File: src/page_cpu_pkg.sv
package page_cpu_pkg;

  localparam int RAM_WORDS = 256;
  localparam int PAGE_WORDS = 8;  // words per page and per segment
  localparam int OFFSET_BITS = $clog2(PAGE_WORDS);
  localparam int SEGMENTS = 32;
  localparam int REGS = 16;

  typedef logic [15:0] word_t;  // ram word, instruction word or register value
  typedef logic [7:0] addr_t;  // word address, logical or physical
  typedef logic [4:0] seg_t;  // physical segment index
  typedef logic [4:0] page_t;  // logical page number
  typedef logic [3:0] reg_idx_t;
  typedef logic [7:0] char_t;  // one trace character

  // upper byte of the first instruction word
  localparam logic [7:0] OPCODE_JMP = 8'd1;
  localparam logic [7:0] OPCODE_REG2OUT = 8'd9;
  localparam logic [7:0] OPCODE_NUM2REG = 8'd14;
  localparam logic [7:0] OPCODE_HALT = 8'd15;

  localparam char_t CHAR_START = "S";
  localparam char_t CHAR_JMP = "1";
  localparam char_t CHAR_NUM2REG = "4";
  localparam char_t CHAR_HALT = "H";
  localparam char_t CHAR_UNKNOWN = "X";
  localparam char_t CHAR_FAULT = "F";

  typedef enum logic [2:0] {
    IDLE,
    FETCH1,  // present first word address
    FETCH2,  // present operand address, first word arrives
    EXEC,
    TRANSLATE,  // waiting on the mmu walker
    EMIT,  // holds one character until the fifo has room
    HALTED
  } core_state_t;

endpackage

File: src/trace_fifo.sv
`timescale 1ns/1ps

module trace_fifo #(
  parameter int FIFO_DEPTH = 128
) (
  input  logic clk,
  input  logic reset,
  input  logic push,
  input  page_cpu_pkg::char_t push_data,
  input  logic pop,
  output page_cpu_pkg::char_t pop_data,
  output logic full,
  output logic empty
);
  import page_cpu_pkg::*;

  localparam int PTR_W = $clog2(FIFO_DEPTH);
  localparam int CNT_W = $clog2(FIFO_DEPTH + 1);

  char_t mem [FIFO_DEPTH];
  logic [PTR_W-1:0] wr_ptr;
  logic [PTR_W-1:0] rd_ptr;
  logic [CNT_W-1:0] count;
  logic do_push;
  logic do_pop;

  assign do_push = push && !full;
  assign do_pop = pop && !empty;
  assign full = (count == CNT_W'(FIFO_DEPTH));
  assign empty = (count == '0);
  assign pop_data = mem[rd_ptr];  // head is visible before the pop

  always_ff @(posedge clk) begin
    if (do_push) begin
      mem[wr_ptr] <= push_data;
    end
  end

  always_ff @(posedge clk) begin
    if (reset) begin
      wr_ptr <= '0;
      rd_ptr <= '0;
      count <= '0;
    end else begin
      if (do_push) begin
        wr_ptr <= (wr_ptr == PTR_W'(FIFO_DEPTH - 1)) ? '0 : wr_ptr + 1'b1;
      end
      if (do_pop) begin
        rd_ptr <= (rd_ptr == PTR_W'(FIFO_DEPTH - 1)) ? '0 : rd_ptr + 1'b1;
      end
      count <= count + CNT_W'(do_push) - CNT_W'(do_pop);
    end
  end

  assert property (@(posedge clk) disable iff (reset) pop |-> !empty)
    else $error("trace fifo popped while empty");

endmodule

File: config.mk
export PLATFORM = sky130hd
export DESIGN_NAME = trace_fifo
export DESIGN_NICKNAME = d
export VERILOG_FILES = /design/src/page_cpu_pkg.sv /design/src/trace_fifo.sv
export SDC_FILE = /design/constraint.sdc
export NUM_CORES = 1
export LEC_CHECK = 0
export BUFFER_PORTS_ARGS = -buffer_cell sky130_fd_sc_hd__buf_4
export CAP_MARGIN = 20
export CORE_ASPECT_RATIO = 1.75
export CORE_MARGIN = 2
export CORE_UTILIZATION = 62
export DETAILED_ROUTE_END_ITERATION = 10
export GPL_TIMING_DRIVEN = 0
export PLACE_DENSITY = 0.78
export SETUP_SLACK_MARGIN = 0.02
export SLEW_MARGIN = 5
export SYNTH_ARGS = -nofsm -noshare
export SYNTH_HDL_FRONTEND = slang
export SYNTH_SLANG_ARGS = --single-unit
File: constraint.sdc
create_clock -name clk -period 5 [get_ports clk]
set_input_delay 1.5 -clock clk [delete_from_list [all_inputs] [get_ports clk]]
set_output_delay 1.5 -clock clk [all_outputs]
set_load 0.005 [all_outputs]
* Yosys cells after proc, flatten, opt, wreduce, memory -nomap -nowiden
Memories as Yosys holds them, arrays and structs flattened. A register that Yosys moved wholly into a read port is not among the register bits. Cells that the tools add are included. Widths: inputs -> output; s select.
Storage, ports and cells: logic and storage cells 22, bits of input ports 12, register bits 22, memory bits (writable) 1024, memories kept 1, bits in latches 0, ROM bits 0, output and inout bits 10
Cells by class: muxes and demuxes 6, multiply operators 0, shifts and indexed selects 0, equal/unequal tests 3, bitwise operators 0, add/sub/neg operators 4, reductions and logical operators 5, div/mod/pow operators 0, magnitude comparators 0
Memory list:
- mem | depth 128, bits a word 8, read ports 1, clocked after memory_dff 1, wr ports 1, RTL line trace_fifo.sv:20 | char_t mem [FIFO_DEPTH];
Operators with widths (count):
- $mux 7 | 4
- $add 7x1->7 const B | 2
- $eq 7x7->1 const B | 2
- $add 8x1->8 | 1
- $eq 8x8->1 const B | 1
- $logic_not 8->1 | 1
- $sub 8x1->8 | 1
- $logic_and 1x1->1 | 2
- $logic_not 1->1 | 2
- $mux 1 | 2

* Longest topological paths before layout
Gate-level depths: netlist of the first run.
depth after elaboration 5, depth in mapped cells 17, depth with buffers taken out 16

* Worst setup path before layout of the first run
No wires, ideal clock.
kind in2reg, start input port push, end register count[6], path buffers 0, setup slack 1.298 ns, required time 4.882 ns, arrival time 3.584 ns, setup time 0.118 ns, cell stages on the path 13, cells stage by stage a21boi_2 inv_1 ha_1 inv_1 ha_1 inv_1 fa_1 nand2b_1 a21oi_1 o21ai_0 a21oi_1 o21a_1 nor3_1
Between the ends: cells in the longest elaborated chain, start to end 3
Ends and longest elaborated chain:
- from (decl) | RTL line trace_fifo.sv:8 | input logic push,
- $logic_and 1x1->1 | RTL line trace_fifo.sv:27 | assign do_push = push && !full;
- $add 8x1->8 | RTL line trace_fifo.sv:51 | count <= count + CNT_W'(do_push) - CNT_W'(do_pop);
- $sub 8x1->8 | RTL line trace_fifo.sv:51
- to (signal assigned) | RTL line trace_fifo.sv:51
- to (decl) | RTL line trace_fifo.sv:23 | logic [CNT_W-1:0] count;
No other way between the ends. A chain may end at the register's enable or synchronous reset.

==> flow_metrics.py, run 1 <==
metrics = {
    "cells_and_area": {
        "drive_above_1_share_pct": 24.1,
        "final_common_cell": "edfxtp_1",
        "final_util_pct": 69.9,
        "final_cell_mix": "edfxtp_1 (1024), mux4_2 (192), nor2_1 (168)",
        "fillers": 3750,
        "layout.nets": 2173,
        "syn2layout_area_growth_pct": 11.6,
    },
    "critical_path": {
        "worst-setup-path-type": "flop to primary output",
        "r2r_start": "count[3]",
        "crit_path_top_delay_cell": "mux4_2",
        "rrSetupSlack_ps": 850,
        "r2r_end": "mem[64][6]",
        "startpoint_type": "flop",
        "worst-path-buf-inv": 4,
        "crit_chain": "buf_12, buf_12, buf_12, mux4_2, a221oi_4, o22ai_2, nor3_4, o221ai_4, buf_4",
        "critical_path_arrival_ps": 3570,
        "path_max_fanout": 10,
        "reg2reg_depth": 9,
        "endpoint_kind": "primary output",
        "path_delay_family": "compound AO/OA/AOI/OAI gates",
        "crit_required_ps": 3500,
        "crit_top_cell": "buf_12",
        "cp_slowest_stage_delay_ps": 590,
    },
    "logic_synthesis": {
        "yosys_warnings": 0,
        "ys.flop_type": "edfxtp_1",
        "synth.distinct_cells": 48,
        "ys_ff_latch": 1053,
        "synth_xor_area_share_pct": 0.301,
        "synthSimpleGateAreaFrac_pct": 2.69,
        "synth_top_family_by_area": "multiplexers",
        "async_reset_ff_share_pct": 0,
        "synth_edf_count": 1024,
        "syn_avg_cell_area_um2": 20.1,
        "syn_nets": 2053,
        "synth_adder_area_share_pct": 0.478,
        "synth_mux_area_share_pct": 14.0,
        "syn-instance-count": 2026,
        "synth_area_um2": 40800,
        "ys_seq_area_share_pct": 76.8,
        "synth-compound-area-share_pct": 4.31,
    },
    "placement": {
        "gp_congestion": 0.947,
        "dp_slack_ps": -751,
        "port-buffer-count": 21,
        "dp_hpwl_um": 63000,
    },
    "power": {
        "p_leak_uw": 0.0139,
        "power_density_nw_per_um2": 415,
        "vdd.ir_drop.worst_mv": 0.418,
    },
    "cts": {
        "clock-sinks": 1053,
        "numCtsBuffers": 83,
        "cts_hold_buf": 0,
        "clk_latency_ps": 640,
        "clockRootBuffer": "clkbuf_16",
        "htree_num_levels": 3,
        "cts_tree": "yes",
        "path_clk_slew_ps": 60,
        "clockBufferDepth": 3,
    },
    "sta": {
        "worstMarginPinSlew_ps": 1310,
        "worst_slack_ps": -70.9,
        "timing.fmax_ghz": 0.197,
        "finalHoldViolCount": 0,
        "timing.final.max_slew_violations": 0,
        "skew_ps": 16.0,
        "fin_crit_ps": 5070,
        "slew_headroom_pct": 12.5,
        "holdWs_ps": 552,
        "rsz0062_at_grt": "true",
        "finalSetupViolCount": 5,
        "fin_crit_sh_pct": 101,
    },
    "floorplanning": {
        "num_rows": 124,
        "chipWidth_um": 198,
        "dieArea_um2": 68000,
        "start_util_pct": 62.6,
        "die_h_um": 343,
        "pin_count": 22,
        "core_um2": 65200,
    },
    "routing": {
        "avgViaCountPerCell": 6.94,
        "wl_per_cell_um": 33.1,
        "route.detailed.drc": 0,
        "drtIter0Drc": 3061,
        "wl_um": 100000,
        "drtAntennaViolNets": 0,
        "firstDrtPassIters": 6,
        "num_vias": 21000,
    },
    "global_route": {
        "antenna_found_initial": 0,
        "grt_pass1_wl_um": 143000,
        "overflow": 0,
        "grt_start_max_net_pins": 129,
        "grt_pass1_vias": 21500,
        "grt_usage_pct": 30.1,
    },
    "status": {
        "failed_checks": "negative setup slack",
        "status": "finished, violations left",
    },
    "min_path": {
        "hp-start": "rd_ptr[1]",
        "min_path_cells": 2,
        "hold_class": "flop to flop",
    },
    "flow_run": {
        "drv_cap": 0,
    },
}
## sequential cells by signal (all words and copies together) (netlist names), named ones only
name    cells
count       8
rd_ptr      7
wr_ptr      7
mem      1024
## worst reg2reg max path, stage by stage, from the launching register on
cell and delay [ps]:
dfxtp_1 330, inv_1 80, ha_1 140, nor4bb_1 580, a21boi_2 280, inv_1 150
nor2_1 90, nand2_1 640, clkbuf_1 950, nor2_1 530
## cell usage after synthesis (10+ instances only)
cell type	number	area, µm²
edfxtp_1	1024	30700
mux4_2	192	4320
nor2_1	168	631
a22oi_1	80	601
mux2i_1	65	651
mux2_2	64	721
clkbuf_1	59	221
buf_2	35	175
o21ai_0	33	165
dfxtp_1	29	581
o221ai_1	24	210
o22ai_1	24	150
a21oi_1	23	115
nand2_1	21	78.8
a221o_1	16	160
a221oi_1	16	140
a22o_1	16	140
ha_1	14	175
inv_1	14	52.6
nor2b_1	11	68.8
nand3_1	10	50.1
nor3_1	10	50.1
## cells by family (layout without fill, tap and decap cells)
| group | after synthesis | after routing |
|---|---|---|
| compound gates | 242 | 242 |
| fa+ha+maj | 15 | 15 |
| flops | 1053 | 1053 |
| simple gates | 252 | 252 |
| xor+xnor | 14 | 14 |
| buf+inv | 129 | 314 |
| mux | 321 | 321 |
| other cells | 0 | 1 |
## power breakdown
part	internal (µW)	switching [µW]	total [µW]
Clock	3340	2980	6310
Sequential	9740	49.3	9780
Combinational	1240	1560	2800
## timing repair
action	CTS	global route
buffers inserted	0	7
pin swaps	8	6
setup endpoints to repair	8	8
resized for setup	142	48
## per-stage QoR
stage | cells | setup TNS [ps] | power [µW] | cell area (µm²)
detailed placement | 2873 | -4730 | 12400 | 42200
finish | 3031 | -284 | 18900 | 45500
global route | 3030 | -372 | 19400 | 45500
global placement | 2866 | -4420 | 12400 | 42000
floorplan | 2026 | 0 | 11600 | 40800
CTS | 3022 | -18.4 | 18800 | 45300
## layer usage
metal | wire [µm] | up-vias | GRT usage (%)
met1 | 32300 | 10800 | 35.7
met2 | 52600 | 1352 | 52.2
met5 | 0 | - | 0
met3 | 8900 | 274 | 4.66
li1 | - | 8594 | -
met4 | 6360 | 0 | 17.8
## cell type report
cell class                      count  area (µm²)  share of cell area (%)
Multi-Input combinational cell    844        9220                    20.3
Antenna cell                        1        2.50                 0.00549
Clock inverter                     49         363                   0.797
Clock buffer                      101        2190                    4.80
Sequential cell                  1053       31300                    68.8
Buffer                            113         898                    1.97
Timing Repair Buffer               37         458                    1.01
Inverter                           14        52.6                   0.115
Tap cell                          819        1020                    2.25
## how the worst max path moves through the flow
| stage | from | to | depth (start not counted) |
|---|---|---|---|
| finish | flop | pop_data[5] | 9 |
| CTS | flop | pop_data[3] | 9 |
| global placement | flop | pop_data[4] | 10 |
| global route | flop | pop_data[5] | 9 |
| detailed placement | flop | pop_data[4] | 10 |
| floorplan | push | count[6] | 13 |
Note: power is estimated with default switching activity, not from simulation.
==> inputs of run 2 (changes only) <==
==> constraint.sdc (replaced) <==
create_clock -name clk -period 5.3 [get_ports clk]
set_input_delay 1.59 -clock clk [delete_from_list [all_inputs] [get_ports clk]]
set_output_delay 1.59 -clock clk [all_outputs]
set_load 0.005 [all_outputs]
==> flow_metrics.py, run 2 (synthesized netlist as in run 1, its figures left out) <==
metrics = {
    "status": {
        "failed_checks": "negative setup slack",
        "status": "finished, violations left",
    },
    "sta": {
        "fin_crit_ps": 5390,
        "finalHoldViolCount": 0,
        "slew_headroom_pct": 14.6,
        "skew_ps": 19.6,
        "worstMarginPinSlew_ps": 1280,
        "timing.fmax_ghz": 0.185,
        "tns_ps": -241,
        "worst_slack_ps": -90.9,
        "timing.final.max_slew_violations": 0,
        "holdWs_ps": 558,
        "fin_crit_sh_pct": 102,
        "finalSetupViolCount": 4,
        "rsz0062_at_grt": "true",
    },
    "power": {
        "power_density_nw_per_um2": 391,
        "switching_share_pct": 24.2,
        "clkPwrFrac_pct": 33.7,
        "total_power_uw": 17700,
        "p_leak_uw": 0.0137,
        "p_sw_uw": 4270,
        "p_comb_share_pct": 14.0,
        "seqPwrFrac_pct": 52.2,
        "p_int_uw": 13400,
        "vdd.ir_drop.worst_mv": 0.395,
    },
    "routing": {
        "dr_wl_met2_um": 51600,
        "num_vias": 20900,
        "wl_per_cell_um": 32.6,
        "dr_wl_met3_um": 8360,
        "drtAntennaViolNets": 0,
        "wl_um": 98400,
        "firstDrtPassIters": 6,
        "avgViaCountPerCell": 6.92,
        "met1_length_um": 31900,
        "drtIter0Drc": 2764,
        "route.detailed.drc": 0,
        "top_layer_used": "met4",
    },
    "critical_path": {
        "critical_path_arrival_ps": 3800,
        "rrSetupSlack_ps": 1140,
        "path_max_fanout": 10,
        "crit_path_top_delay_cell": "dfxtp_1",
        "crit_top_cell": "buf_4",
        "cp_slowest_stage_delay_ps": 400,
        "crit_chain": "buf_2, buf_4, buf_4, clkbuf_4, mux4_2, a22oi_1, a21oi_1, nor3_2, o221ai_2, buf_4",
        "endpoint_kind": "primary output",
        "crit_required_ps": 3710,
        "worst-setup-path-type": "flop to primary output",
        "startpoint_type": "flop",
        "reg2reg_depth": 9,
        "r2r_start": "count[3]",
        "r2r_end": "mem[68][1]",
    },
    "floorplanning": {
        "chipWidth_um": 198,
        "die_h_um": 343,
        "pin_count": 22,
        "start_util_pct": 62.6,
        "num_rows": 124,
        "dieArea_um2": 68000,
        "core_um2": 65200,
    },
    "min_path": {
        "hp-start": "rd_ptr[4]",
        "hold_class": "flop to flop",
        "min_path_cells": 2,
    },
    "cells_and_area": {
        "syn2layout_area_growth_pct": 10.6,
        "fillers": 3840,
        "largest_register_ffs": 1024,
        "antenna_cells": 0,
        "final_util_pct": 69.2,
        "top_register": "mem",
        "final_common_cell": "edfxtp_1",
        "top_regs": "mem (1024), count (8)",
        "drive_above_1_share_pct": 22.6,
        "final_cell_mix": "edfxtp_1 (1024), mux4_2 (192), nor2_1 (168)",
        "layout.nets": 2166,
    },
    "cts": {
        "clockBufferDepth": 3,
        "clock-sinks": 1053,
        "htree_num_levels": 3,
        "cts_tree": "yes",
        "postCtsSetupBuffers": 0,
        "numCtsBuffers": 83,
        "clockRootBuffer": "clkbuf_16",
        "path_clk_slew_ps": 60,
        "clk_latency_ps": 640,
    },
    "placement": {
        "dp_hpwl_um": 63000,
        "gp_congestion": 0.947,
        "port-buffer-count": 21,
    },
    "flow_run": {
        "drv_cap": 0,
    },
    "global_route": {
        "grt_usage_pct": 29.8,
        "grt_start_max_net_pins": 129,
        "grt_pass1_vias": 21400,
        "antenna_found_initial": 0,
        "overflow": 0,
        "grt_pass1_wl_um": 143000,
    },
}
==> run 2: cell types whose count changed in the layout (fill, tap and decap cells not counted), moves of 5 or more <==
cell and delta:
buf_8 -15, buf_6 +9, clkbuf_1 +9, buf_12 -7
clkbuf_4 +5
==> run 2: power groups by stage <==
stage	combinational (µW)	sequential (µW)	clock [µW]
2_1_floorplan	1510	9390	0
3_3_place_gp	2260	9400	0
3_5_place_dp	2340	9400	0
4_1_cts	2440	9230	5980
5_1_grt	2590	9230	6270
6_report	2470	9230	5960
==> run 2: worst max-delay path: cells and delay by family (launching register included) <==
kind	cells	cell delay [ps]
AOI/OAI and AO/OA	3	800
buffers and inverters	5	1210
and+or+nand+nor	1	400
muxes	1	340
DFF	1	400
==> run 2: how the worst max path moves through the flow <==
stage          cells after the start           to
3_5_place_dp                      10  pop_data[4]
2_1_floorplan                     13     count[6]
4_1_cts                            9  pop_data[2]
3_3_place_gp                      10  pop_data[4]
5_1_grt                           10  pop_data[2]
6_report                          10  pop_data[1]
==> run 2: final cells by class <==
cell class                 count  area, µm²  share of cell area, %
sequential                  1053      31300                   69.4
multi-input combinational    844       9080                   20.1
clock buffer                 101       2190                   4.84
tap                          819       1020                   2.27
buffer                       114        706                   1.56
timing repair buffer          29        378                  0.837
clock inverter                49        363                  0.804
inverter                      14       52.6                  0.116
==> run 2: layer usage <==
layer	vias to the layer above	GRT usage, %
li1	8574	-
met1	10700	35.5
met2	1296	51.7
met3	294	4.47
met4	0	17.8
met5	-	0
==> run 2: what timing repair did <==
item / in CTS / in global routing
pin swaps: 5 / 3
setup endpoints to repair: 8 / 7
resized for setup: 91 / 16
hold buffers: 0 / 0
==> run 2: stage by stage <==
step / worst slack (ps) / instances / area [µm²]
finish: -90.9 / 3023 / 45100
detailed placement: -541 / 2873 / 42200
global route: -76.1 / 3023 / 45100
CTS: 22.6 / 3022 / 45100
floorplan: 1510 / 2026 / 40800
global placement: -472 / 2866 / 42000
