File: src/page_cpu_pkg.sv
package page_cpu_pkg;

  localparam int RAM_WORDS = 256;
  localparam int PAGE_WORDS = 8;  // words per page and per segment
  localparam int OFFSET_BITS = $clog2(PAGE_WORDS);
  localparam int SEGMENTS = 32;
  localparam int REGS = 16;

  typedef logic [15:0] word_t;  // ram word, instruction word or register value
  typedef logic [7:0] addr_t;  // word address, logical or physical
  typedef logic [4:0] seg_t;  // physical segment index
  typedef logic [4:0] page_t;  // logical page number
  typedef logic [3:0] reg_idx_t;
  typedef logic [7:0] char_t;  // one trace character

  // upper byte of the first instruction word
  localparam logic [7:0] OPCODE_JMP = 8'd1;
  localparam logic [7:0] OPCODE_REG2OUT = 8'd9;
  localparam logic [7:0] OPCODE_NUM2REG = 8'd14;
  localparam logic [7:0] OPCODE_HALT = 8'd15;

  localparam char_t CHAR_START = "S";
  localparam char_t CHAR_JMP = "1";
  localparam char_t CHAR_NUM2REG = "4";
  localparam char_t CHAR_HALT = "H";
  localparam char_t CHAR_UNKNOWN = "X";
  localparam char_t CHAR_FAULT = "F";

  typedef enum logic [2:0] {
    IDLE,
    FETCH1,  // present first word address
    FETCH2,  // present operand address, first word arrives
    EXEC,
    TRANSLATE,  // waiting on the mmu walker
    EMIT,  // holds one character until the fifo has room
    HALTED
  } core_state_t;

endpackage

File: src/mmu_lookup_if.sv
`timescale 1ns/1ps

interface mmu_lookup_if;
  import page_cpu_pkg::*;

  logic req;  // one-cycle strobe from the core
  page_t logical_page;  // held by the core until done
  logic done;  // one-cycle pulse at the end of the walk
  logic found;
  seg_t segment;  // valid with done when found is high

  modport core (
    output req, logical_page,
    input done, found, segment
  );

  modport mmu (
    input req, logical_page,
    output done, found, segment
  );

endinterface

File: src/page_mmu.sv
`timescale 1ns/1ps

module page_mmu (
  input  logic clk,
  input  logic reset,
  input  logic map_we,
  input  page_cpu_pkg::seg_t map_segment,
  input  page_cpu_pkg::seg_t map_next,
  input  page_cpu_pkg::page_t map_page,
  mmu_lookup_if.mmu lookup
);
  import page_cpu_pkg::*;

  localparam int HOP_W = $clog2(SEGMENTS);

  seg_t next_link [SEGMENTS];  // self link marks the chain end
  page_t tag [SEGMENTS];  // logical page held by each segment
  logic [SEGMENTS-1:0] valid;

  logic walking;
  seg_t walk_seg;  // segment visited this cycle
  page_t walk_page;
  logic [HOP_W-1:0] hops;  // bounds a walk to SEGMENTS visits
  logic hit;
  logic chain_end;

  assign hit = valid[walk_seg] && (tag[walk_seg] == walk_page);
  assign chain_end = !valid[walk_seg] || (next_link[walk_seg] == walk_seg) ||
                     (hops == HOP_W'(SEGMENTS - 1));

  assign lookup.done = walking && (hit || chain_end);
  assign lookup.found = hit;
  assign lookup.segment = walk_seg;

  always_ff @(posedge clk) begin
    if (map_we) begin
      next_link[map_segment] <= map_next;
      tag[map_segment] <= map_page;
    end
  end

  always_ff @(posedge clk) begin
    if (reset) begin
      valid <= '0;
    end else if (map_we) begin
      valid[map_segment] <= 1'b1;
    end
  end

  // every walk begins at segment 0
  always_ff @(posedge clk) begin
    if (reset) begin
      walking <= 1'b0;
    end else if (lookup.req) begin
      walking <= 1'b1;
      walk_seg <= '0;
      walk_page <= lookup.logical_page;
      hops <= '0;
    end else if (lookup.done) begin
      walking <= 1'b0;
    end else if (walking) begin
      walk_seg <= next_link[walk_seg];  // one hop per cycle
      hops <= hops + 1'b1;
    end
  end

  assert property (@(posedge clk) disable iff (reset) lookup.req |-> !walking)
    else $error("translation request during an active walk");

endmodule

File: src/flat_wrapper.sv
// flat-port wrapper written by rule: the top's interface ports become plain ports
module page_mmu_flat import page_cpu_pkg::*;
  (clk, reset, map_we, map_segment, map_next, map_page, lookup_req, lookup_logical_page, lookup_done, lookup_found, lookup_segment);
  mmu_lookup_if lookup_i ();
  input  logic clk;
  input  logic reset;
  input  logic map_we;
  input  page_cpu_pkg::seg_t map_segment;
  input  page_cpu_pkg::seg_t map_next;
  input  page_cpu_pkg::page_t map_page;
  input wire logic [$bits(lookup_i.req)-1:0] lookup_req;
  input wire logic [$bits(lookup_i.logical_page)-1:0] lookup_logical_page;
  output wire logic [$bits(lookup_i.done)-1:0] lookup_done;
  output wire logic [$bits(lookup_i.found)-1:0] lookup_found;
  output wire logic [$bits(lookup_i.segment)-1:0] lookup_segment;
  assign lookup_i.req = lookup_req;
  assign lookup_i.logical_page = lookup_logical_page;
  assign lookup_done = lookup_i.done;
  assign lookup_found = lookup_i.found;
  assign lookup_segment = lookup_i.segment;
  page_mmu u_core (.clk(clk), .reset(reset), .map_we(map_we), .map_segment(map_segment), .map_next(map_next), .map_page(map_page), .lookup(lookup_i));
endmodule
File: config.mk
export PLATFORM = sky130hd
export DESIGN_NAME = page_mmu_flat
export DESIGN_NICKNAME = d
export VERILOG_FILES = /design/src/page_cpu_pkg.sv /design/src/mmu_lookup_if.sv /design/src/page_mmu.sv /design/src/flat_wrapper.sv
export SDC_FILE = /design/constraint.sdc
export NUM_CORES = 1
export LEC_CHECK = 0
export BUFFER_PORTS_ARGS = -buffer_cell sky130_fd_sc_hd__buf_2
export CAP_MARGIN = 20
export CORE_ASPECT_RATIO = 2
export CORE_MARGIN = 3
export CORE_UTILIZATION = 46
export DETAILED_ROUTE_END_ITERATION = 8
export GPL_ROUTABILITY_DRIVEN = 0
export MAX_ROUTING_LAYER = met4
export SYNTH_ARGS = -nofsm -noshare
export SYNTH_HDL_FRONTEND = slang
export SYNTH_SLANG_ARGS = --single-unit
File: constraint.sdc
create_clock -name clk -period 7.2 [get_ports clk]
set_input_delay 0 -clock clk [delete_from_list [all_inputs] [get_ports clk]]
set_output_delay 0 -clock clk [all_outputs]
set_load 0.02 [all_outputs]
# == Word level (Yosys, flattened, before mapping) ==
# Memory sizes are Yosys's and may differ from the RTL's. A register that Yosys moved wholly into a read port is not among the register bits.
# Index checks and enable logic that the tools add are counted.
# W data, S select, Z words.
# classes
mux,16
addsub,1
reduce_logical,11
order_cmp,3
n_bitwise,2
n_eq_ne,4
# ops
op,count
$mux W5,8
$or A32 B32 Y32,1
$lt A5 B6 Y1 const B,2
$eq A5 B5 Y1,2
$mux W1,6
$add A5 B1 Y5 const B,1
$bmux W1 S5,1
$demux W1 S5,1
$eq A5 B5 Y1 const B,1
$ge A5 B1 Y1 const B,1
$reduce_bool A2 Y1,2
$logic_and A1 B1 Y1,3
$logic_or A1 B1 Y1,3
$reduce_and A3 Y1,1
$ne A2 B2 Y1 const B,1
$reduce_and A2 Y1,1
$logic_not A1 Y1,1
$not A1 Y1,1
# word_totals
ff_bits,48
ramBits,320
elab_cells,44
inputBits,24
mem_count,2
# mem_list
memory,depth,word_bits,rd,rd_clocked_by_memory_dff,wr,line_no,source
u_core.next_link,32,5,1,1,1,page_mmu.sv:16,seg_t next_link [SEGMENTS];
u_core.tag,32,5,1,1,1,page_mmu.sv:17,page_t tag [SEGMENTS];

# == Longest topological paths before layout ==
# Gate-level depths: netlist of run 1.
# depth
depth_word,10
mapped_depth,14

# == Least setup slack after synthesis of run 1 ==
# No wires, ideal clock.
# synth_timing
kind,reg-to-reg
startpoint,register u_core.walk_seg[0] (netlist: u_core.lookup.segment[0]) (read register of u_core.next_link)
endpoint,"register u_core.hops[0], enable pin"
stages_incl_launch_ff,10
slack_ns,3.718
n_path_buf,2
synth_period_minus_slack_ns,3.482
t_arrival_ns,3.102
cell_sequence,edfxtp_1 buf_2 mux4_2 mux4_2 mux2i_1 nand2b_1 o31ai_2 or2_1 buf_4 a21oi_1
# synth_via
elab_chain_len,9
word_cells_on_any_way,11
classes_between,eq/ne (2); mux (2); reduce/logical (7)
# synth_rtl
item,line_no,source
start: declaration,page_mmu.sv:21,seg_t walk_seg;
$bmux W1 S5,"page_mmu.sv:27, page_mmu.sv:28",
$mux W1 (not written as such),"page_mmu.sv:27, page_mmu.sv:28",
$logic_not A1 Y1,page_mmu.sv:28,assign chain_end = !valid[walk_seg] || (next_link[walk_seg] == walk_seg) ||
$logic_or A1 B1 Y1 (2 in series),page_mmu.sv:28,
$logic_or A1 B1 Y1 (*),page_mmu.sv:31,assign lookup.done = walking && (hit || chain_end);
$logic_and A1 B1 Y1 (*),page_mmu.sv:31,
$ne A2 B2 Y1 (no source line) (*),n/a,
$reduce_and A3 Y1 (no source line) (*),n/a,
end signal: assignment,page_mmu.sv:63,hops <= hops + 1'b1;
end: declaration,page_mmu.sv:23,logic [HOP_W-1:0] hops;
# Every way passes the cells marked *; elsewhere a longest branch is shown, timed or not. The select of a mux whose other input is x is not followed.
# A chain may end at the register's enable or synchronous reset.

==> results of run 1 <==
-- kinds of logic (layout without fill, tap and decap cells) --
| family | count (synthesis) | count (layout) | synth area share |
|---|---|---|---|
| flops | 373 | 373 | 0.7268 |
| simple gates | 185 | 185 | 0.06034 |
| mux | 162 | 162 | 0.1271 |
| compound gates | 114 | 114 | 0.05429 |
| buf+inv | 50 | 135 | 0.02277 |
| xor+xnor | 12 | 12 | 0.007060 |
| fa+ha+maj | 2 | 2 | 0.001681 |
-- worst max path at each step --
| stage | from | endpoint | cells after the start |
|---|---|---|---|
| final | flop | u_core.hops[2] | 10 |
| after global routing | flop | u_core.hops[4] | 10 |
| after CTS | flop | u_core.lookup.segment[2] | 10 |
| after detailed placement | flop | u_core.hops[4] | 10 |
| after global placement | flop | u_core.hops[3] | 10 |
| after floorplan | u_core.lookup.segment[0] | u_core.hops[0] | 9 |
-- state kept, by name, indices dropped and copies added, names as in the netlist, named ones only --
register	flops
u_core.tag	160
u_core.next_link	160
u_core.valid	32
u_core.walking	1
u_core.walk_page	5
u_core.lookup.segment	5
u_core.hops	5
-- routing by layer --
| metal | track usage | routed length [um] | vias up |
|---|---|---|---|
| li1 | - | - | 3609 |
| met1 | 0.2410 | 13350 | 4129 |
| met2 | 0.4150 | 21160 | 258 |
| met3 | 0.02392 | 1546 | 77 |
| met4 | 0.09754 | 1681 | 0 |
| met5 | - | 0 | - |
-- power by group --
part | internal (W) | switching (W)
logic | 0.000126 | 0.000219
clock network | 0.00106 | 0.000769
registers | 0.00239 | 0.0000296
-- layout by cell type (no fill, tap or decap), drive strengths merged, types with 2 or more instances in the layout --
cell / instances
a211oi: 4
a21oi: 34
a22o: 2
a22oi: 62
a311o: 5
a31oi: 3
and2: 9
and3: 3
buf: 62
bufinv: 3
clkbuf: 43
clkinv: 12
clkinvlp: 4
dfxtp: 38
dlygate4sd3: 10
edfxtp: 335
ha: 2
mux2i: 142
mux4: 20
nand2: 12
nand2b: 4
nand3: 8
nand3b: 5
nor2: 110
nor2b: 10
nor3: 3
nor4: 11
or2: 3
or3b: 3
xnor2: 9
xor2: 3
-- through the flow --
| stage | utilization | area (um2) | worst slack, ns | cells | power, W |
|---|---|---|---|---|---|
| 2_1_floorplan | - | 14890 | 3.718 | 898 | 0.002692 |
| 3_3_place_gp | 0.4883 | 15510 | 2.709 | 1335 | 0.002807 |
| 3_5_place_dp | 0.4883 | 15510 | 2.589 | 1335 | 0.002810 |
| 4_1_cts | 0.5271 | 16740 | 2.544 | 1406 | 0.004630 |
| 5_1_grt | 0.5271 | 16740 | 2.270 | 1406 | 0.004739 |
| 6_report | 0.5271 | 16740 | 2.635 | 1406 | 0.004589 |
-- area by class of cell --
type | count | area (um2) | area share
Tap cell | 423 | 529.3 | 0.03161
Sequential cell | 373 | 10830 | 0.6465
Timing Repair Buffer | 72 | 490.5 | 0.02929
Clock buffer | 43 | 958.4 | 0.05724
Inverter | 2 | 7.507 | 0.0004483
Clock inverter | 18 | 172.7 | 0.01031
Multi-Input combinational cell | 475 | 3761 | 0.2246
-- what timing repair did --
action,CTS,global route
setup endpoints to repair,0,0
endpoints found under the hold margin,82,0
hold buffers,10,0
setup buffers,0,0
==> out/metrics.yaml, run 1 <==
status:
  status: "complete, no violations"
routing:
  drc: 0
  dr.pass1.iters: 7
  drt_wl_total_um: 37730
  drtAntennaViolNets: 0
  vias_per_cell: 5.742
  routedWlPerCell_um: 26.84
  drt_iter0_drc: 721
  vias: 8073
clock_tree:
  cts_buffer_depth: 3
  ctsResizeCount: 0
  clk_pin_slew_worst_paths_ns: 0.07
  h-tree-depth: 2
  cts_root_buf: "clkbuf_16"
  cts_tree: "yes"
  cts_buffers: 34
  worstSkewPairLatency_ns: 0.53
  cts.sinks: 373
die:
  die_w_um: 133.2
  initial_core_util: 0.4686
  rows: 92
  die_h_um: 260.4
  ioPinCount: 31
  core_area_um2: 31770
  die_area_um2: 34690
sta:
  setup_tns_ns: 0
  setup_violations: 0
  max_freq_mhz: 219.1
  final_hold_viol_count: 0
  finalCritPeriodShare: 0.6340
  max-slew-margin-rel: 0.2947
  worstMarginPinSlew_ns: 1.057
  fin_worst_skew_ns: 0.01825
  rsz0062_at_grt: "false"
  finalMaxSlewViolations: 0
  hold_ws_ns: 0.02226
  layout_min_cycle_time_ns: 4.565
synthesis:
  postSynthAreaPerCell_um2: 16.58
  synth_seq_cells: 373
  ys_top_cells_by_count: "edfxtp_1, mux2i_1, nor2_1"
  syn_nets: 924
  synth_warnings: 0
  synthDistinctLibCells: 47
  synth_flop_cell: "edfxtp_1"
  synth_area_leaders: "edfxtp_1, mux2i_1, dfxtp_1"
  synth_edf_count: 335
  yosysTopAreaCellShare: 0.6757
  synth-seq-area-share: 0.7268
  synth_cells: 898
  yosysMostFrequentCell: "edfxtp_1"
  synth_area_um2: 14890
  synth_top_cell_by_area: "edfxtp_1"
  async_reset_ff_frac: 0
global_route:
  grt_pass1_vias: 8231
  gr-total-overflow: 0
  track_usage: 0.2240
  antenna_found_initial: 0
  grt_max_degree: 51
  grt_pass1_wl_um: 54250
power_and_ir_drop:
  peakVddDrop_uv: 178.7
  powerDensity_nw_per_um2: 274.1
  leakage_nw: 5.618
worst_setup_path:
  worst_r2r_path_depth: 10
  crit_chain: "buf_4 -> mux2i_1 -> a22oi_1 -> a21oi_1 -> nor4_2 -> xnor2_1 -> nand2_1 -> o31ai_2 -> or2_1 -> a21oi_1"
  r2r_slack_ns: 2.63
  crit_path_top_delay_cell: "dfxtp_4"
  path_max_fanout: 50
  cp-start-kind: "flop"
  cp_num_buf_inv: 1
  reg2reg_to: "u_core.hops[2]"
  critPathRequiredTime_ns: 7.35
  crit_type: "flop to flop"
  arrival_ns: 4.71
  cpPeakStageDelay_ns: 0.79
  crit_family: "compound AO/OA/AOI/OAI gates"
  path_common_cell: "a21oi_1"
  end_kind: "flop"
placed_design:
  io_buffer_count: 30
  post-dp-hpwl_um: 23940
cells_and_area:
  num_antenna_cells: 0
  syn_to_final_growth_pct: 12.47
  final_nets: 984
  layout-drive-gt1-share: 0.1567
  fillers: 2651
worst_hold_path:
  hold_start: "map_next[1]"
  whs_endpoint: "u_core.next_link[4][1]"
  hold_path_depth: 1
  hp-class: "primary input to flop"
job:
  max_cap_viol_count: 0
Note: power is estimated with default switching activity, not from simulation.
==> run 2, diff against run 1 <==
Clock period 7.2 ns to 4.59 ns, I/O delays scaled along.
==> out/metrics.yaml, run 2 (synthesized netlist as in run 1, its figures left out) <==
status:
  status: "complete, no violations"  # unchanged
clock_tree:
  ctsResizeCount: 0  # unchanged
  cts_root_buf: "clkbuf_16"  # unchanged
  cts_tree: "yes"  # unchanged
  h-tree-depth: 2  # unchanged
  clk_pin_slew_worst_paths_ns: 0.07  # about the same
  worstSkewPairLatency_ns: 0.53  # about the same
  cts_buffer_depth: 3  # unchanged
  cts_hold_buf: 7  # was 10
  cts.sinks: 373  # unchanged
  post_cts_buffers: 0  # unchanged
  cts_buffers: 34  # unchanged
power_and_ir_drop:
  power_frac_comb: 0.075  # about the same
  peakVddDrop_uv: 328.6  # was 178.7 uV
  switching_power_w: 0.001622  # was 0.001017 W
  p_sw_frac: 0.2164  # was 0.2217
  powerDensity_nw_per_um2: 443.0  # was 274.1 nW/um2
  pwr-share-clk: 0.419  # was 0.397
  p_int_w: 0.005871  # was 0.003572 W
  leakage_nw: 5.708  # was 5.618 nW
  pwr-share-seq: 0.506  # was 0.527
sta:
  setup_violations: 0  # unchanged
  fin_worst_skew_ns: 0.01304  # was 0.01825 ns
  finalCritPeriodShare: 0.9103  # was 0.6340
  rsz0062_at_grt: "false"  # unchanged
  max-slew-margin-rel: 0.3137  # was 0.2947
  worstMarginPinSlew_ns: 1.028  # was 1.057 ns
  max_freq_mhz: 239.3  # was 219.1 MHz
  setup_tns_ns: 0  # unchanged
  final_hold_viol_count: 0  # unchanged
  finalMaxSlewViolations: 0  # unchanged
  layout_min_cycle_time_ns: 4.178  # was 4.565 ns
die:
  die_w_um: 133.2  # unchanged
  ioPinCount: 31  # unchanged
  core_area_um2: 31770  # unchanged
  die_area_um2: 34690  # unchanged
  die_h_um: 260.4  # unchanged
  rows: 92  # unchanged
  initial_core_util: 0.4686  # unchanged
global_route:
  grtUsageMet3: 0.02623  # was 0.02392
  grt_use_met1: 0.2451  # was 0.2410
  antenna_found_initial: 0  # unchanged
  gr-total-overflow: 0  # unchanged
  grt_pass1_vias: 8102  # was 8,231
  met2_usage: 0.4126  # was 0.4150
  busiest_layer: "met2"  # unchanged
  track_usage: 0.2221  # was 0.2240
  grt_max_degree: 55  # was 51
  grt_pass1_wl_um: 54030  # was 54,250 um
cells_and_area:
  fillers: 2633  # was 2,651
  final_area_um2: 16910  # was 16,740 um2
  reg.largest.list: "u_core.next_link x160, u_core.tag x160, u_core.valid x32"  # unchanged
  final_cell_mix: "edfxtp_1, mux2i_1, nor2_1"  # unchanged
  layout_commonest_cell: "edfxtp_1"  # unchanged
  num_antenna_cells: 0  # unchanged
  syn_to_final_growth_pct: 13.60  # was 12.47%
  final_nets: 989  # was 984
  layout-drive-gt1-share: 0.1689  # was 0.1567
worst_hold_path:
  hold_path_depth: 1  # unchanged
  hp-class: "primary input to flop"  # unchanged
placed_design:
  post-dp-hpwl_um: 23590  # was 23,940 um
  io_buffer_count: 30  # unchanged
  dpl-instance-area_um2: 15600  # was 15,510 um2
routing:
  drtAntennaViolNets: 0  # unchanged
  vias: 8019  # was 8,073
  routedWlPerCell_um: 26.31  # was 26.84 um
  vias_per_cell: 5.679  # was 5.742
  drt_wl_total_um: 37150  # was 37,730 um
  dr.pass1.iters: 5  # was 7
  drt_iter0_drc: 565  # was 721
  drc: 0  # unchanged
worst_setup_path:
  arrival_ns: 4.32  # was 4.71 ns
  crit_chain: "nor2b_2 -> buf_4 -> a22oi_1 -> a21oi_1 -> nor4_2 -> xnor2_1 -> nand2_1 -> o41ai_4 -> or2_1 -> a21oi_1"  # was buf_4 -> mux2i_1 -> a22oi_1 -> a21oi_1 -> nor4_2 -> xnor2_1 -> nand2_1 -> o31ai_2 -> or2_1 -> a21oi_1
  cp-start-kind: "flop"  # unchanged
  cpPeakStageDelay_ns: 0.81  # was 0.79 ns
  cp_num_buf_inv: 1  # unchanged
  crit_path_top_delay_cell: "a21oi_1"  # was dfxtp_4
  crit_family: "compound AO/OA/AOI/OAI gates"  # unchanged
  critPathRequiredTime_ns: 4.73  # was 7.35 ns
  end_kind: "flop"  # unchanged
  worst_r2r_path_depth: 10  # unchanged
  cp.depth: 10  # unchanged
  path_max_fanout: 13  # was 50
  crit_type: "flop to flop"  # unchanged
  path_common_cell: "a21oi_1"  # unchanged
job:
  max_cap_viol_count: 0  # unchanged
[run 2: final timing paths]
check | start | endpoint | slack, ns
worst max-delay path | flop | u_core.hops[2] | 0.41
worst min register to register | u_core.valid[26] | u_core.valid[26] | 0.46
worst max register to register | flop | u_core.hops[2] | 0.41
worst min-delay path | map_next[1] | u_core.next_link[1][1] | 0.01
[run 2: layer usage]
| layer | routed length [um] | vias to the layer above |
|---|---|---|
| met2 | 20790 | 226 |
| met4 | 1162 | 0 |
| met3 | 1447 | 62 |
| met5 | 0 | - |
| met1 | 13750 | 4111 |
| li1 | - | 3620 |
[run 2: power by group through the flow]
stage	Combinational, W	Sequential (W)	Clock (W)
after floorplan	0.000381	0.00384	0
after global placement	0.000551	0.00387	0
after detailed placement	0.000555	0.00387	0
after CTS	0.000563	0.00379	0.00319
after global routing	0.000593	0.00380	0.00332
final	0.000559	0.00379	0.00314
[run 2: worst register-to-register path: cells and delay by family (launching register included)]
family          cells  cell delay [ns]
compound gates      4             1.41
buf+inv             1             0.35
xor+xnor            1             0.15
flops               1             0.57
simple gates        4             1.32
[run 2: area by class of cell]
cell class                      instances  area, um2  area share
Tap cell                              423      529.3     0.03129
Multi-Input combinational cell        475       3759      0.2222
Inverter                                2      7.507   0.0004439
Clock buffer                           45      985.9     0.05830
Timing Repair Buffer                   77      545.5     0.03226
Clock inverter                         17      260.3     0.01539
Sequential cell                       373      10830      0.6401
[run 2: metrics by stage]
stage	instances	hold WS [ns]	power, W	util	setup slack, ns
global route	1412	0.02443	0.007708	0.5323	0.1917
finish	1412	0.01205	0.007492	0.5323	0.4118
CTS	1412	0.008213	0.007542	0.5323	0.3482
detailed placement	1343	0.1824	0.004422	0.4909	0.3459
global placement	1343	0.1829	0.004416	0.4909	0.5043
floorplan	898	0.09887	0.004223	-	1.108
