==> src/page_cpu_pkg.sv <==
package page_cpu_pkg;

  localparam int RAM_WORDS = 256;
  localparam int PAGE_WORDS = 8;  // words per page and per segment
  localparam int OFFSET_BITS = $clog2(PAGE_WORDS);
  localparam int SEGMENTS = 32;
  localparam int REGS = 16;

  typedef logic [15:0] word_t;  // ram word, instruction word or register value
  typedef logic [7:0] addr_t;  // word address, logical or physical
  typedef logic [4:0] seg_t;  // physical segment index
  typedef logic [4:0] page_t;  // logical page number
  typedef logic [3:0] reg_idx_t;
  typedef logic [7:0] char_t;  // one trace character

  // upper byte of the first instruction word
  localparam logic [7:0] OPCODE_JMP = 8'd1;
  localparam logic [7:0] OPCODE_REG2OUT = 8'd9;
  localparam logic [7:0] OPCODE_NUM2REG = 8'd14;
  localparam logic [7:0] OPCODE_HALT = 8'd15;

  localparam char_t CHAR_START = "S";
  localparam char_t CHAR_JMP = "1";
  localparam char_t CHAR_NUM2REG = "4";
  localparam char_t CHAR_HALT = "H";
  localparam char_t CHAR_UNKNOWN = "X";
  localparam char_t CHAR_FAULT = "F";

  typedef enum logic [2:0] {
    IDLE,
    FETCH1,  // present first word address
    FETCH2,  // present operand address, first word arrives
    EXEC,
    TRANSLATE,  // waiting on the mmu walker
    EMIT,  // holds one character until the fifo has room
    HALTED
  } core_state_t;

endpackage

==> src/mmu_lookup_if.sv <==
`timescale 1ns/1ps

interface mmu_lookup_if;
  import page_cpu_pkg::*;

  logic req;  // one-cycle strobe from the core
  page_t logical_page;  // held by the core until done
  logic done;  // one-cycle pulse at the end of the walk
  logic found;
  seg_t segment;  // valid with done when found is high

  modport core (
    output req, logical_page,
    input done, found, segment
  );

  modport mmu (
    input req, logical_page,
    output done, found, segment
  );

endinterface

==> src/fetch_decode_core.sv <==
`timescale 1ns/1ps

module fetch_decode_core #(
  parameter page_cpu_pkg::addr_t START_PC = 8'd0
) (
  input  logic clk,
  input  logic reset,
  input  logic start,
  mmu_lookup_if.core lookup,
  output page_cpu_pkg::addr_t fetch_addr,
  input  page_cpu_pkg::word_t fetch_data,
  output logic push,
  output page_cpu_pkg::char_t push_data,
  input  logic full
);
  import page_cpu_pkg::*;

  core_state_t state;
  core_state_t emit_next;  // where EMIT goes once the character is out
  core_state_t xlate_ret;  // where TRANSLATE goes on a hit
  addr_t pc;  // logical address of the next word to fetch
  addr_t pc_inc;
  addr_t next_pc;
  page_t cur_page;
  seg_t cur_seg;
  word_t instr1;
  word_t regs [REGS];
  char_t emit_char;
  logic word1_due;  // first word lands on the ram port this cycle
  logic [7:0] opcode;
  reg_idx_t rd;

  function automatic page_t page_of(addr_t a);
    return a[$bits(addr_t)-1:OFFSET_BITS];
  endfunction

  assign opcode = instr1[15:8];
  assign rd = instr1[3:0];
  assign pc_inc = pc + 1'b1;
  assign next_pc = (opcode == OPCODE_JMP) ? fetch_data[7:0] : pc;  // operand is the target
  assign fetch_addr = {cur_seg, pc[OFFSET_BITS-1:0]};  // segment * PAGE_WORDS + offset
  assign push = (state == EMIT) && !full;
  assign push_data = emit_char;

  always_ff @(posedge clk) begin
    if (reset) begin
      state <= IDLE;
      lookup.req <= 1'b0;
      word1_due <= 1'b0;
    end else begin
      lookup.req <= 1'b0;
      word1_due <= (state == FETCH1);
      if (word1_due) begin
        instr1 <= fetch_data;
      end
      case (state)
        IDLE: begin
          if (start) begin
            pc <= START_PC;
            emit_char <= CHAR_START;
            emit_next <= TRANSLATE;  // first page is always looked up
            state <= EMIT;
          end
        end
        FETCH1: begin
          pc <= pc_inc;
          if (page_of(pc_inc) != cur_page) begin  // operand sits on the next page
            lookup.req <= 1'b1;
            lookup.logical_page <= page_of(pc_inc);
            xlate_ret <= FETCH2;
            state <= TRANSLATE;
          end else begin
            state <= FETCH2;
          end
        end
        FETCH2: begin
          pc <= pc_inc;
          state <= EXEC;
        end
        EXEC: begin
          pc <= next_pc;
          state <= EMIT;
          emit_next <= (page_of(next_pc) != cur_page) ? TRANSLATE : FETCH1;
          case (opcode)
            OPCODE_NUM2REG: emit_char <= CHAR_NUM2REG;
            OPCODE_REG2OUT: emit_char <= regs[rd][7:0];
            OPCODE_JMP: emit_char <= CHAR_JMP;
            OPCODE_HALT: begin
              emit_char <= CHAR_HALT;
              emit_next <= HALTED;
            end
            default: emit_char <= CHAR_UNKNOWN;  // skipped, pc already at pc+2
          endcase
        end
        TRANSLATE: begin
          if (lookup.done) begin
            if (lookup.found) begin
              cur_seg <= lookup.segment;
              cur_page <= lookup.logical_page;
              state <= xlate_ret;
            end else begin
              emit_char <= CHAR_FAULT;
              emit_next <= HALTED;
              state <= EMIT;
            end
          end
        end
        EMIT: begin
          if (!full) begin
            state <= emit_next;
            if (emit_next == TRANSLATE) begin
              lookup.req <= 1'b1;
              lookup.logical_page <= page_of(pc);
              xlate_ret <= FETCH1;
            end
          end
        end
        HALTED: state <= HALTED;  // left only through reset
      endcase
    end
  end

  always_ff @(posedge clk) begin
    if (reset) begin
      for (int i = 0; i < REGS; i++) begin
        regs[i] <= '0;
      end
    end else if (state == EXEC && opcode == OPCODE_NUM2REG) begin
      regs[rd] <= fetch_data;
    end
  end

  // the walker only answers a request the core is waiting on
  assert property (@(posedge clk) disable iff (reset) lookup.done |-> state == TRANSLATE)
    else $error("mmu answer outside a translation");

endmodule

==> src/flat_wrapper.sv <==
// flat-port wrapper written by rule: the top's interface ports become plain ports
module fetch_decode_core_flat import page_cpu_pkg::*;
#(
  parameter page_cpu_pkg::addr_t START_PC = 8'd0
)
  (clk, reset, start, fetch_addr, fetch_data, push, push_data, full, lookup_req, lookup_logical_page, lookup_done, lookup_found, lookup_segment);
  mmu_lookup_if lookup_i ();
  input  logic clk;
  input  logic reset;
  input  logic start;
  output page_cpu_pkg::addr_t fetch_addr;
  input  page_cpu_pkg::word_t fetch_data;
  output logic push;
  output page_cpu_pkg::char_t push_data;
  input  logic full;
  output wire logic [$bits(lookup_i.req)-1:0] lookup_req;
  output wire logic [$bits(lookup_i.logical_page)-1:0] lookup_logical_page;
  input wire logic [$bits(lookup_i.done)-1:0] lookup_done;
  input wire logic [$bits(lookup_i.found)-1:0] lookup_found;
  input wire logic [$bits(lookup_i.segment)-1:0] lookup_segment;
  assign lookup_req = lookup_i.req;
  assign lookup_logical_page = lookup_i.logical_page;
  assign lookup_i.done = lookup_done;
  assign lookup_i.found = lookup_found;
  assign lookup_i.segment = lookup_segment;
  fetch_decode_core #(.START_PC(START_PC)) u_core (.clk(clk), .reset(reset), .start(start), .lookup(lookup_i), .fetch_addr(fetch_addr), .fetch_data(fetch_data), .push(push), .push_data(push_data), .full(full));
endmodule
==> config.mk <==
export PLATFORM = sky130hd
export DESIGN_NAME = fetch_decode_core_flat
export DESIGN_NICKNAME = d
export VERILOG_FILES = /design/src/page_cpu_pkg.sv /design/src/mmu_lookup_if.sv /design/src/fetch_decode_core.sv /design/src/flat_wrapper.sv
export SDC_FILE = /design/constraint.sdc
export NUM_CORES = 1
export LEC_CHECK = 0
export BUFFER_PORTS_ARGS = -buffer_cell sky130_fd_sc_hd__buf_2
export CAP_MARGIN = 20
export CORE_AREA = 2 2 174 210
export CTS_CLUSTER_DIAMETER = 50
export DETAILED_ROUTE_END_ITERATION = 8
export DIE_AREA = 0 0 176 212
export SETUP_SLACK_MARGIN = 0.05
export SYNTH_ARGS = -nofsm -noshare
export SYNTH_HDL_FRONTEND = slang
export SYNTH_SLANG_ARGS = --single-unit
==> constraint.sdc <==
create_clock -name clk -period 3.9 [get_ports clk]
set_input_delay 0.39 -clock clk [delete_from_list [all_inputs] [get_ports clk]]
set_output_delay 0.39 -clock clk [all_outputs]
set_load 0.03 [all_outputs]
## Word-level counts from Yosys, hierarchy flattened

Memories as Yosys holds them, arrays and structs flattened. A register that Yosys moved wholly into a read port is not among the register bits.
Cells that the tools add are included.

| storage, ports and cells | value |
|---|---|
| register bits | 58 |
| memory bits (writable) | 256 |
| input bits | 27 |
| output and inout bits | 23 |
| logic and storage cells | 93 |
| memories | 1 |

| operators by class | value |
|---|---|
| add/subtract/negate cells | 1 |
| equality and inequality tests | 20 |
| multiplexer cells | 41 |
| bitwise operators | 1 |
| reduce and logical (&&, ||, !) cells | 17 |

Memories:

| memory | words | width | rd ports | clocked after Yosys merged registers in | write ports | RTL line | RTL |
|---|---|---|---|---|---|---|---|
| u_core.regs | 16 | 16 | 1 | 1 | 16 | fetch_decode_core.sv:27 | `word_t regs [REGS];` |

Operators with widths:

| cell | count |
|---|---|
| $pmux W8 S3 | 2 |
| $mux W8 | 5 |
| $mux W3 | 13 |
| $pmux W8 S4 | 1 |
| $eq A8 B4 Y1 const B | 3 |
| $pmux W3 S7 | 1 |
| $mux W16 | 1 |
| $reduce_or A16 Y1 | 1 |
| $mux W5 | 3 |
| $eq A3 B3 Y1 const B | 4 |
| $ne A2 B2 Y1 const B | 6 |
| $reduce_and A4 Y1 | 3 |
| $ne A5 B5 Y1 | 2 |
| $pmux W5 S2 | 1 |
| $reduce_and A5 Y1 | 2 |
| $mux W1 | 9 |
| $pmux W3 S3 | 1 |
| $add A8 B1 Y8 const B | 1 |
| $eq A8 B1 Y1 const B | 1 |
| $mux W4 | 2 |
| $reduce_bool A7 Y1 | 1 |
| $eq A3 B2 Y1 const B | 2 |
| $pmux W3 S2 | 1 |
| $reduce_bool A3 Y1 | 2 |
| other kinds (11) | 12 |

## Longest topological paths before layout

Gate-level depths: netlist (run 1).

| logic depth | value |
|---|---|
| word-level depth | 7 |
| depth in mapped cells | 8 |
| gate-level depth less buffers | 6 |

## Worst setup path before layout (run 1)

Ideal clock, no wire load.

| path | value |
|---|---|
| path kind | flip-flop to flip-flop |
| from | reg u_core.instr1[15] |
| to | mem u_core.regs[0][0] (netlist name), enable pin |
| library setup time | 0.387 ns |
| arrival | 2.459 ns |
| required time | 3.513 ns |
| path slack | 1.054 ns |
| stages on the path, launching flop included | 8 |
| buffers on the path | 2 |
| period minus slack after synthesis | 2.846 ns |
| cells stage by stage | edfxtp_1 -> or4_4 -> buf_6 -> nor4_1 -> nor2b_1 -> nand2b_1 -> buf_2 -> o31ai_1 |

RTL lines:

| element | RTL line | RTL |
|---|---|---|
| start: declaration | fetch_decode_core.sv:26 | `word_t instr1;` |
| start signal: assignment | fetch_decode_core.sv:54 | `instr1 <= fetch_data;` |
| end: declaration | fetch_decode_core.sv:27 |  |

==> impl_metrics.toml, run 1 <==
[outcome]
status = "completed"

[synthesis]
synthesis.area_per_instance_um2 = 13.3
yosys_register_bits = 185
async_reset_ff_share_pct = 0
synth_most_common_cell = "sky130_fd_sc_hd__edfxtp_1"
sequential_fraction_of_the_synthesis_area_pct = 65.1
post-synth-top-area-fraction_pct = 63.0
synth_top_cells_by_count = "sky130_fd_sc_hd__edfxtp_1 (176), sky130_fd_sc_hd__nor2_1 (145), sky130_fd_sc_hd__nand2_1 (55)"
synth_area_leaders = "sky130_fd_sc_hd__edfxtp_1 (63%), sky130_fd_sc_hd__mux4_2 (10%), sky130_fd_sc_hd__nor2_1 (6.5%)"
post_synth_instance_area_um2 = 8390
synth_flop_cell = "sky130_fd_sc_hd__edfxtp_1"
synth_cell_types = 54
synth.largest_area_cell = "sky130_fd_sc_hd__edfxtp_1"
synthesis_warnings = 0
gate_count_after_technology_mapping = 629
postSynthNetCount = 657
synth_enable_flop_cells = 176

[clocking]
cts_setup_buffers = 0
tritoncts = "yes"
path_clk_slew_ns = 0.07
clkSinkCount = 185
clk-insertion-delay-late_ns = 0.44
clockRootBuffer = "sky130_fd_sc_hd__clkbuf_16"
max-clock-path-buffers = 2
post_cts_resize_count = 0
cts-buffers-inserted = 17
ctsHtreeMaxLevel = 4
cts_hold_buf = 0

[grt]
most_crowded_layer_gr = "met2"
via_count_of_the_first_global_routing_pass = 5333
globalRoute.totalOverflow = 0
wire_length_of_the_first_global_routing_pass_um = 31800
groute.usage.overall_pct = 11.5
grt_util_met1_pct = 13.8
grt_antenna_before_repair = 1
grt_start_max_net_pins = 33
globalRouteMet3Util_pct = 2.22
gr-usage-met2_pct = 20.4

[worst_setup_path]
path_cells = "nand3b_1, nor4_1, nor2b_1, nand2b_1, o31ai_1, buf_4"
timing.critical_path.max_delay_family = "simple AND/OR/NAND/NOR gates"
reg2reg_to = "u_core.regs[0][1]"
critical_path.startpoint_type = "register"
worst_setup_path_type = "register to register"
slowest_delay_ns = 0.64
critical_path_required_ns = 4.04
slowest_stage_cell_cp = "sky130_fd_sc_hd__dfxtp_1"
timing.critical_path.to_type = "register"
setup.reg_to_reg.worst_slack_ns = 0.69
worstPathMaxFanout = 22
r2r.worst_path.cells = 6
r2r-start = "u_core.state[1]"
critical_path_buf_inv_count = 1
timing.critical_path.arrival_ns = 3.35

[detailed_routing]
drc_errors = 0
detail_route.wl_per_cell_um = 18.2
postRouteAntennaNets = 0
drt_pass1_iterations = 5
drt_wl_total_um = 21100
detailedRoute.firstIterationViolations = 458
vias = 5395
vias_per_cell = 4.64

[final_layout]
insertedDiodeCount = 0
area_growth_pct = 17.6
drive_above_1_share_pct = 23.3
layout.nets = 710
postLayoutCellArea_um2 = 9870

[sta]
worst_clock_skew_on_the_final_layout_ns = 0.0106
grt_setup_unrepaired = "no"
final-hold-violation-count = 0
slew_headroom_pct = 36.8
max_freq_mhz = 311
finalCritPeriodShare_pct = 82.4
period_minus_slack_ns = 3.21
finalSetupViolations = 0
sum_of_negative_setup_slack_ns = 0
worstMarginPinSlew_ns = 0.947
max_transition_viols_final = 0

[power_and_ir_drop]
vdd.ir_drop.worst_uv = 281
total_leakage_power_uw = 0.00332
ratio_of_total_power_to_cell_area_nw_per_um2 = 516

[floorplan]
design.die.area_um2 = 37300
die_width_um = 176
top_level_ports = 50
dieHeight_um = 212
floorplan.core_area_um2 = 35500
placementRows = 76
initial_core_util_pct = 23.7

[hold_path]
worst_hold_path_endpoint = "u_core.cur_seg[0]"
hold_path_class = "primary input to register"
min-delay-start = "lookup_segment[0]"
whs_path_depth = 1

[placement]
detailed_place_hpwl_um = 15300
placed_area_um2 = 9250
numPortBuffers = 49
globalplace.congestion = 0.810

[job]
max-cap-violations = 0
[stage by stage]
| step | util [%] | cells | worst slack [ns] | hold WS [ns] | total power, uW |
|---|---|---|---|---|---|
| 2_1_floorplan | - | 629 | 1.05 | 0.489 | 3050 |
| 3_3_place_gp | 26.1 | 1130 | 0.845 | 0.433 | 3280 |
| 3_5_place_dp | 26.1 | 1130 | 0.809 | 0.434 | 3290 |
| 4_1_cts | 27.8 | 1162 | 0.776 | 0.116 | 5110 |
| 5_1_grt | 27.8 | 1163 | 0.468 | 0.115 | 5270 |
| 6_report | 27.8 | 1163 | 0.688 | 0.131 | 5090 |
[final cells by class]
class                      instances  area, um^2
clock buffer                      18         429
clock inverter                    14         185
fill                            3562       25600
inverter                           9        33.8
multi-input combinational        388        2690
sequential                       185        5470
tap                              468         586
timing repair buffer              81         485
[routing by layer]
layer / vias to the layer above / share of wire (%)
li1: 2443 / -
met1: 2699 / 41
met2: 216 / 52
met3: 35 / 5.5
met4: 2 / 2.0
met5: - / 0.052
[worst register-to-register path, cell delays in order (launching register included)]
cell and delay (ns):
sky130_fd_sc_hd__dfxtp_1 0.64, sky130_fd_sc_hd__nand3b_1 0.33, sky130_fd_sc_hd__nor4_1 0.62, sky130_fd_sc_hd__nor2b_1 0.25, sky130_fd_sc_hd__nand2b_1 0.46, sky130_fd_sc_hd__o31ai_1 0.38
sky130_fd_sc_hd__buf_4 0.25
[sequential cells by signal, summed over array words and instances, names as in the netlist, named ones only]
name and count:
u_core.emit_next 3, u_core.cur_page 5, u_core.instr1 12, u_core.word1_due 1, u_core.push_data 8, u_core.pc 8, u_core.lookup.logical_page 5, u_core.lookup.req 1
u_core.xlate_ret 2, u_core.state 3, u_core.cur_seg 5, u_core.regs 128
[cells in the final DEF (no fill, tap or decap), drive strengths merged, types with 3 or more instances in the layout]
master and count:
inv 17, o21ai 25, nor3 6, edfxtp 176, mux2i 5, nor2 145, nand3 11, mux4 38
nor4 5, mux2 7, nand2b 4, nand4 3, xnor2 7, nand2 55, a221o 5, nor2b 6
clkinv 3, o31ai 4, bufinv 3, a21oi 10, clkbuf 18, a2111oi 4, dfxtp 9, a31oi 6
xor2 10, buf 81
[report_power, final]
| part | internal, uW | total, uW | leakage, uW | switching [uW] |
|---|---|---|---|---|
| sequential | 2340 | 2500 | 0.00183 | 157 |
| clock | 1030 | 1830 | 0.000303 | 804 |
| combinational | 298 | 756 | 0.00119 | 458 |
| total | 3670 | 5090 | 0.00332 | 1420 |
[how the worst max path moves through the flow]
| stage | start | endpoint | slack, ns | depth (start not counted) |
|---|---|---|---|---|
| 2_1_floorplan | u_core.instr1[15] | u_core.regs[0][0] | 1.05 | 7 |
| 3_3_place_gp | u_core.instr1[15] | u_core.regs[0][0] | 0.85 | 6 |
| 3_5_place_dp | u_core.state[1] | u_core.regs[0][0] | 0.81 | 6 |
| 4_1_cts | u_core.state[1] | u_core.regs[0][1] | 0.78 | 6 |
| 5_1_grt | u_core.state[1] | u_core.regs[0][4] | 0.47 | 6 |
| 6_report | u_core.state[1] | u_core.regs[0][1] | 0.69 | 6 |
[logic make-up after synthesis]
logic type | Yosys count | share of synthesized area, %
AND/OR/NAND/NOR | 247 | 12.4
flip-flops | 185 | 65.1
AO/OA/AOI/OAI | 73 | 5.95
buffers and inverters | 56 | 2.86
multiplexers | 50 | 11.7
XOR/XNOR | 17 | 1.77
adder cells (fa/ha/maj) | 1 | 0.149
(Power assumes the default switching activity.)
==> run 2, diff against run 1 <==
clock period = 2.9 ns   (was 3.9 ns; I/O delays follow)
==> impl_metrics.toml, run 2 (synthesis results as in run 1) <==
[detailed_routing]
drt_wl_total_um = 21500
vias = 5478
detailedRoute.firstIterationViolations = 491
vias_per_cell = 4.66
drc_errors = 0
drt_pass1_iterations = 6
postRouteAntennaNets = 0
detail_route.wl_per_cell_um = 18.3

[sta]
setup_ws_ns = 0.259
max_transition_viols_final = 0
finalCritPeriodShare_pct = 91.1
worst_clock_skew_on_the_final_layout_ns = 0.0137
finalSetupViolations = 0
period_minus_slack_ns = 2.64
worstMarginPinSlew_ns = 0.873
sum_of_negative_setup_slack_ns = 0
grt_setup_unrepaired = "no"
slew_headroom_pct = 41.0
max_freq_mhz = 379
final-hold-violation-count = 0

[worst_setup_path]
worst_setup_path_type = "register to register"
critical_path.startpoint_type = "register"
reg2reg_to = "u_core.regs[8][0]"
critical_path_required_ns = 3.04
timing.critical_path.to_type = "register"
r2r-start = "u_core.instr1[15]"
setup.reg_to_reg.worst_slack_ns = 0.26
r2r.worst_path.cells = 6
worstPathMaxFanout = 9
timing.critical_path.arrival_ns = 2.78

[floorplan]
design.die.area_um2 = 37300
placementRows = 76
floorplan.core_area_um2 = 35500
top_level_ports = 50
die_width_um = 176
initial_core_util_pct = 23.7
dieHeight_um = 212

[grt]
wire_length_of_the_first_global_routing_pass_um = 32900
via_count_of_the_first_global_routing_pass = 5514
grt_start_max_net_pins = 37
globalRoute.totalOverflow = 0
groute.usage.overall_pct = 11.9
grt_antenna_before_repair = 3

[clocking]
cts-buffers-inserted = 17
ctsHtreeMaxLevel = 4
clk-insertion-delay-late_ns = 0.44
clockRootBuffer = "sky130_fd_sc_hd__clkbuf_16"
tritoncts = "yes"
cts_setup_buffers = 0
path_clk_slew_ns = 0.08
max-clock-path-buffers = 2
clkSinkCount = 185

[hold_path]
whs_path_depth = 1
hold_path_class = "primary input to register"
min-delay-start = "lookup_segment[1]"
worst_hold_path_endpoint = "u_core.cur_seg[1]"

[placement]
globalplace.congestion = 0.809
dp_worst_setup_slack_ns = 0.127
numPortBuffers = 49
detailed_place_hpwl_um = 15700

[power_and_ir_drop]
ratio_of_total_power_to_cell_area_nw_per_um2 = 686
vdd.ir_drop.worst_uv = 394
total_leakage_power_uw = 0.00339

[final_layout]
area_growth_pct = 19.4
biggestRegsByFlops = "u_core.regs x128, u_core.instr1 x12"
largest_register = "u_core.regs"
drive_above_1_share_pct = 25.1
layout.nets = 723
layout_commonest_cell = "sky130_fd_sc_hd__edfxtp_1"
insertedDiodeCount = 0
most-common-layout-cells = "sky130_fd_sc_hd__edfxtp_1 (176), sky130_fd_sc_hd__nor2_1 (145), sky130_fd_sc_hd__nand2_1 (55)"
largest_register_ff_count = 128

[outcome]
status = "completed"

[job]
max-cap-violations = 0
[run 2: changes by cell type in the layout (fill, tap and decap cells not counted), moves of 2 or more]
cell,change
sky130_fd_sc_hd__clkinv_8,+7
sky130_fd_sc_hd__inv_8,-2
sky130_fd_sc_hd__inv_6,-4
sky130_fd_sc_hd__bufinv_16,-2
sky130_fd_sc_hd__inv_12,+2
sky130_fd_sc_hd__buf_4,+12
[run 2: repair_timing]
| action | 4_1_cts | 5_1_grt |
|---|---|---|
| hold buffers | 0 | 0 |
| endpoints found under the setup margin | 0 | 85 |
| gates resized for setup | 0 | 2 |
[run 2: worst max path at each step]
stage                            startpoint                  to  slack, ns
after CTS                 u_core.instr1[15]  u_core.regs[11][5]       0.07
after floorplan           u_core.instr1[15]   u_core.regs[0][0]       0.05
after global routing      u_core.instr1[15]  u_core.regs[10][5]       0.06
final                     u_core.instr1[15]   u_core.regs[8][0]       0.26
after detailed placement  u_core.instr1[15]  u_core.regs[11][0]       0.13
after global placement    u_core.instr1[15]  u_core.regs[11][2]       0.23
[run 2: report_power, final]
group | internal, uW | switching (uW) | leakage, uW
Clock | 1270 | 1180 | 0.000305
Sequential | 3150 | 147 | 0.00183
Combinational | 440 | 697 | 0.00125
[run 2: area by class of cell]
cell class	instances	area [um^2]
tap	468	586
clock inverter	15	221
inverter	9	33.8
clock buffer	17	425
sequential	185	5470
fill	3551	25400
multi-input combinational	388	2690
timing repair buffer	94	596
[run 2: layer usage]
layer	vias up	global-route usage, %	part of all wire, %
met5	-	0	0.11
met4	6	4.62	2.7
met3	41	2.45	7.3
met2	231	20.9	51
met1	2732	14.3	39
li1	2468	-	-
[run 2: worst max-delay path, stage by stage (launching register included)]
cell,delay (ns)
sky130_fd_sc_hd__edfxtp_1,0.40
sky130_fd_sc_hd__or4_4,0.60
sky130_fd_sc_hd__nor4_2,0.38
sky130_fd_sc_hd__nor2b_1,0.24
sky130_fd_sc_hd__nand2_1,0.24
sky130_fd_sc_hd__o31ai_1,0.26
sky130_fd_sc_hd__buf_4,0.21
[run 2: per-stage QoR]
step | util, % | hold slack [ns] | total power, uW | cells | area [um^2]
after floorplan | - | 0.389 | 4100 | 629 | 8390
after global routing | 28.3 | 0.0181 | 7130 | 1176 | 10000
after detailed placement | 26.4 | 0.439 | 4480 | 1143 | 9360
after CTS | 28.2 | 0.0120 | 6910 | 1175 | 10000
after global placement | 26.4 | 0.433 | 4480 | 1143 | 9360
final | 28.3 | 0.0236 | 6880 | 1176 | 10000
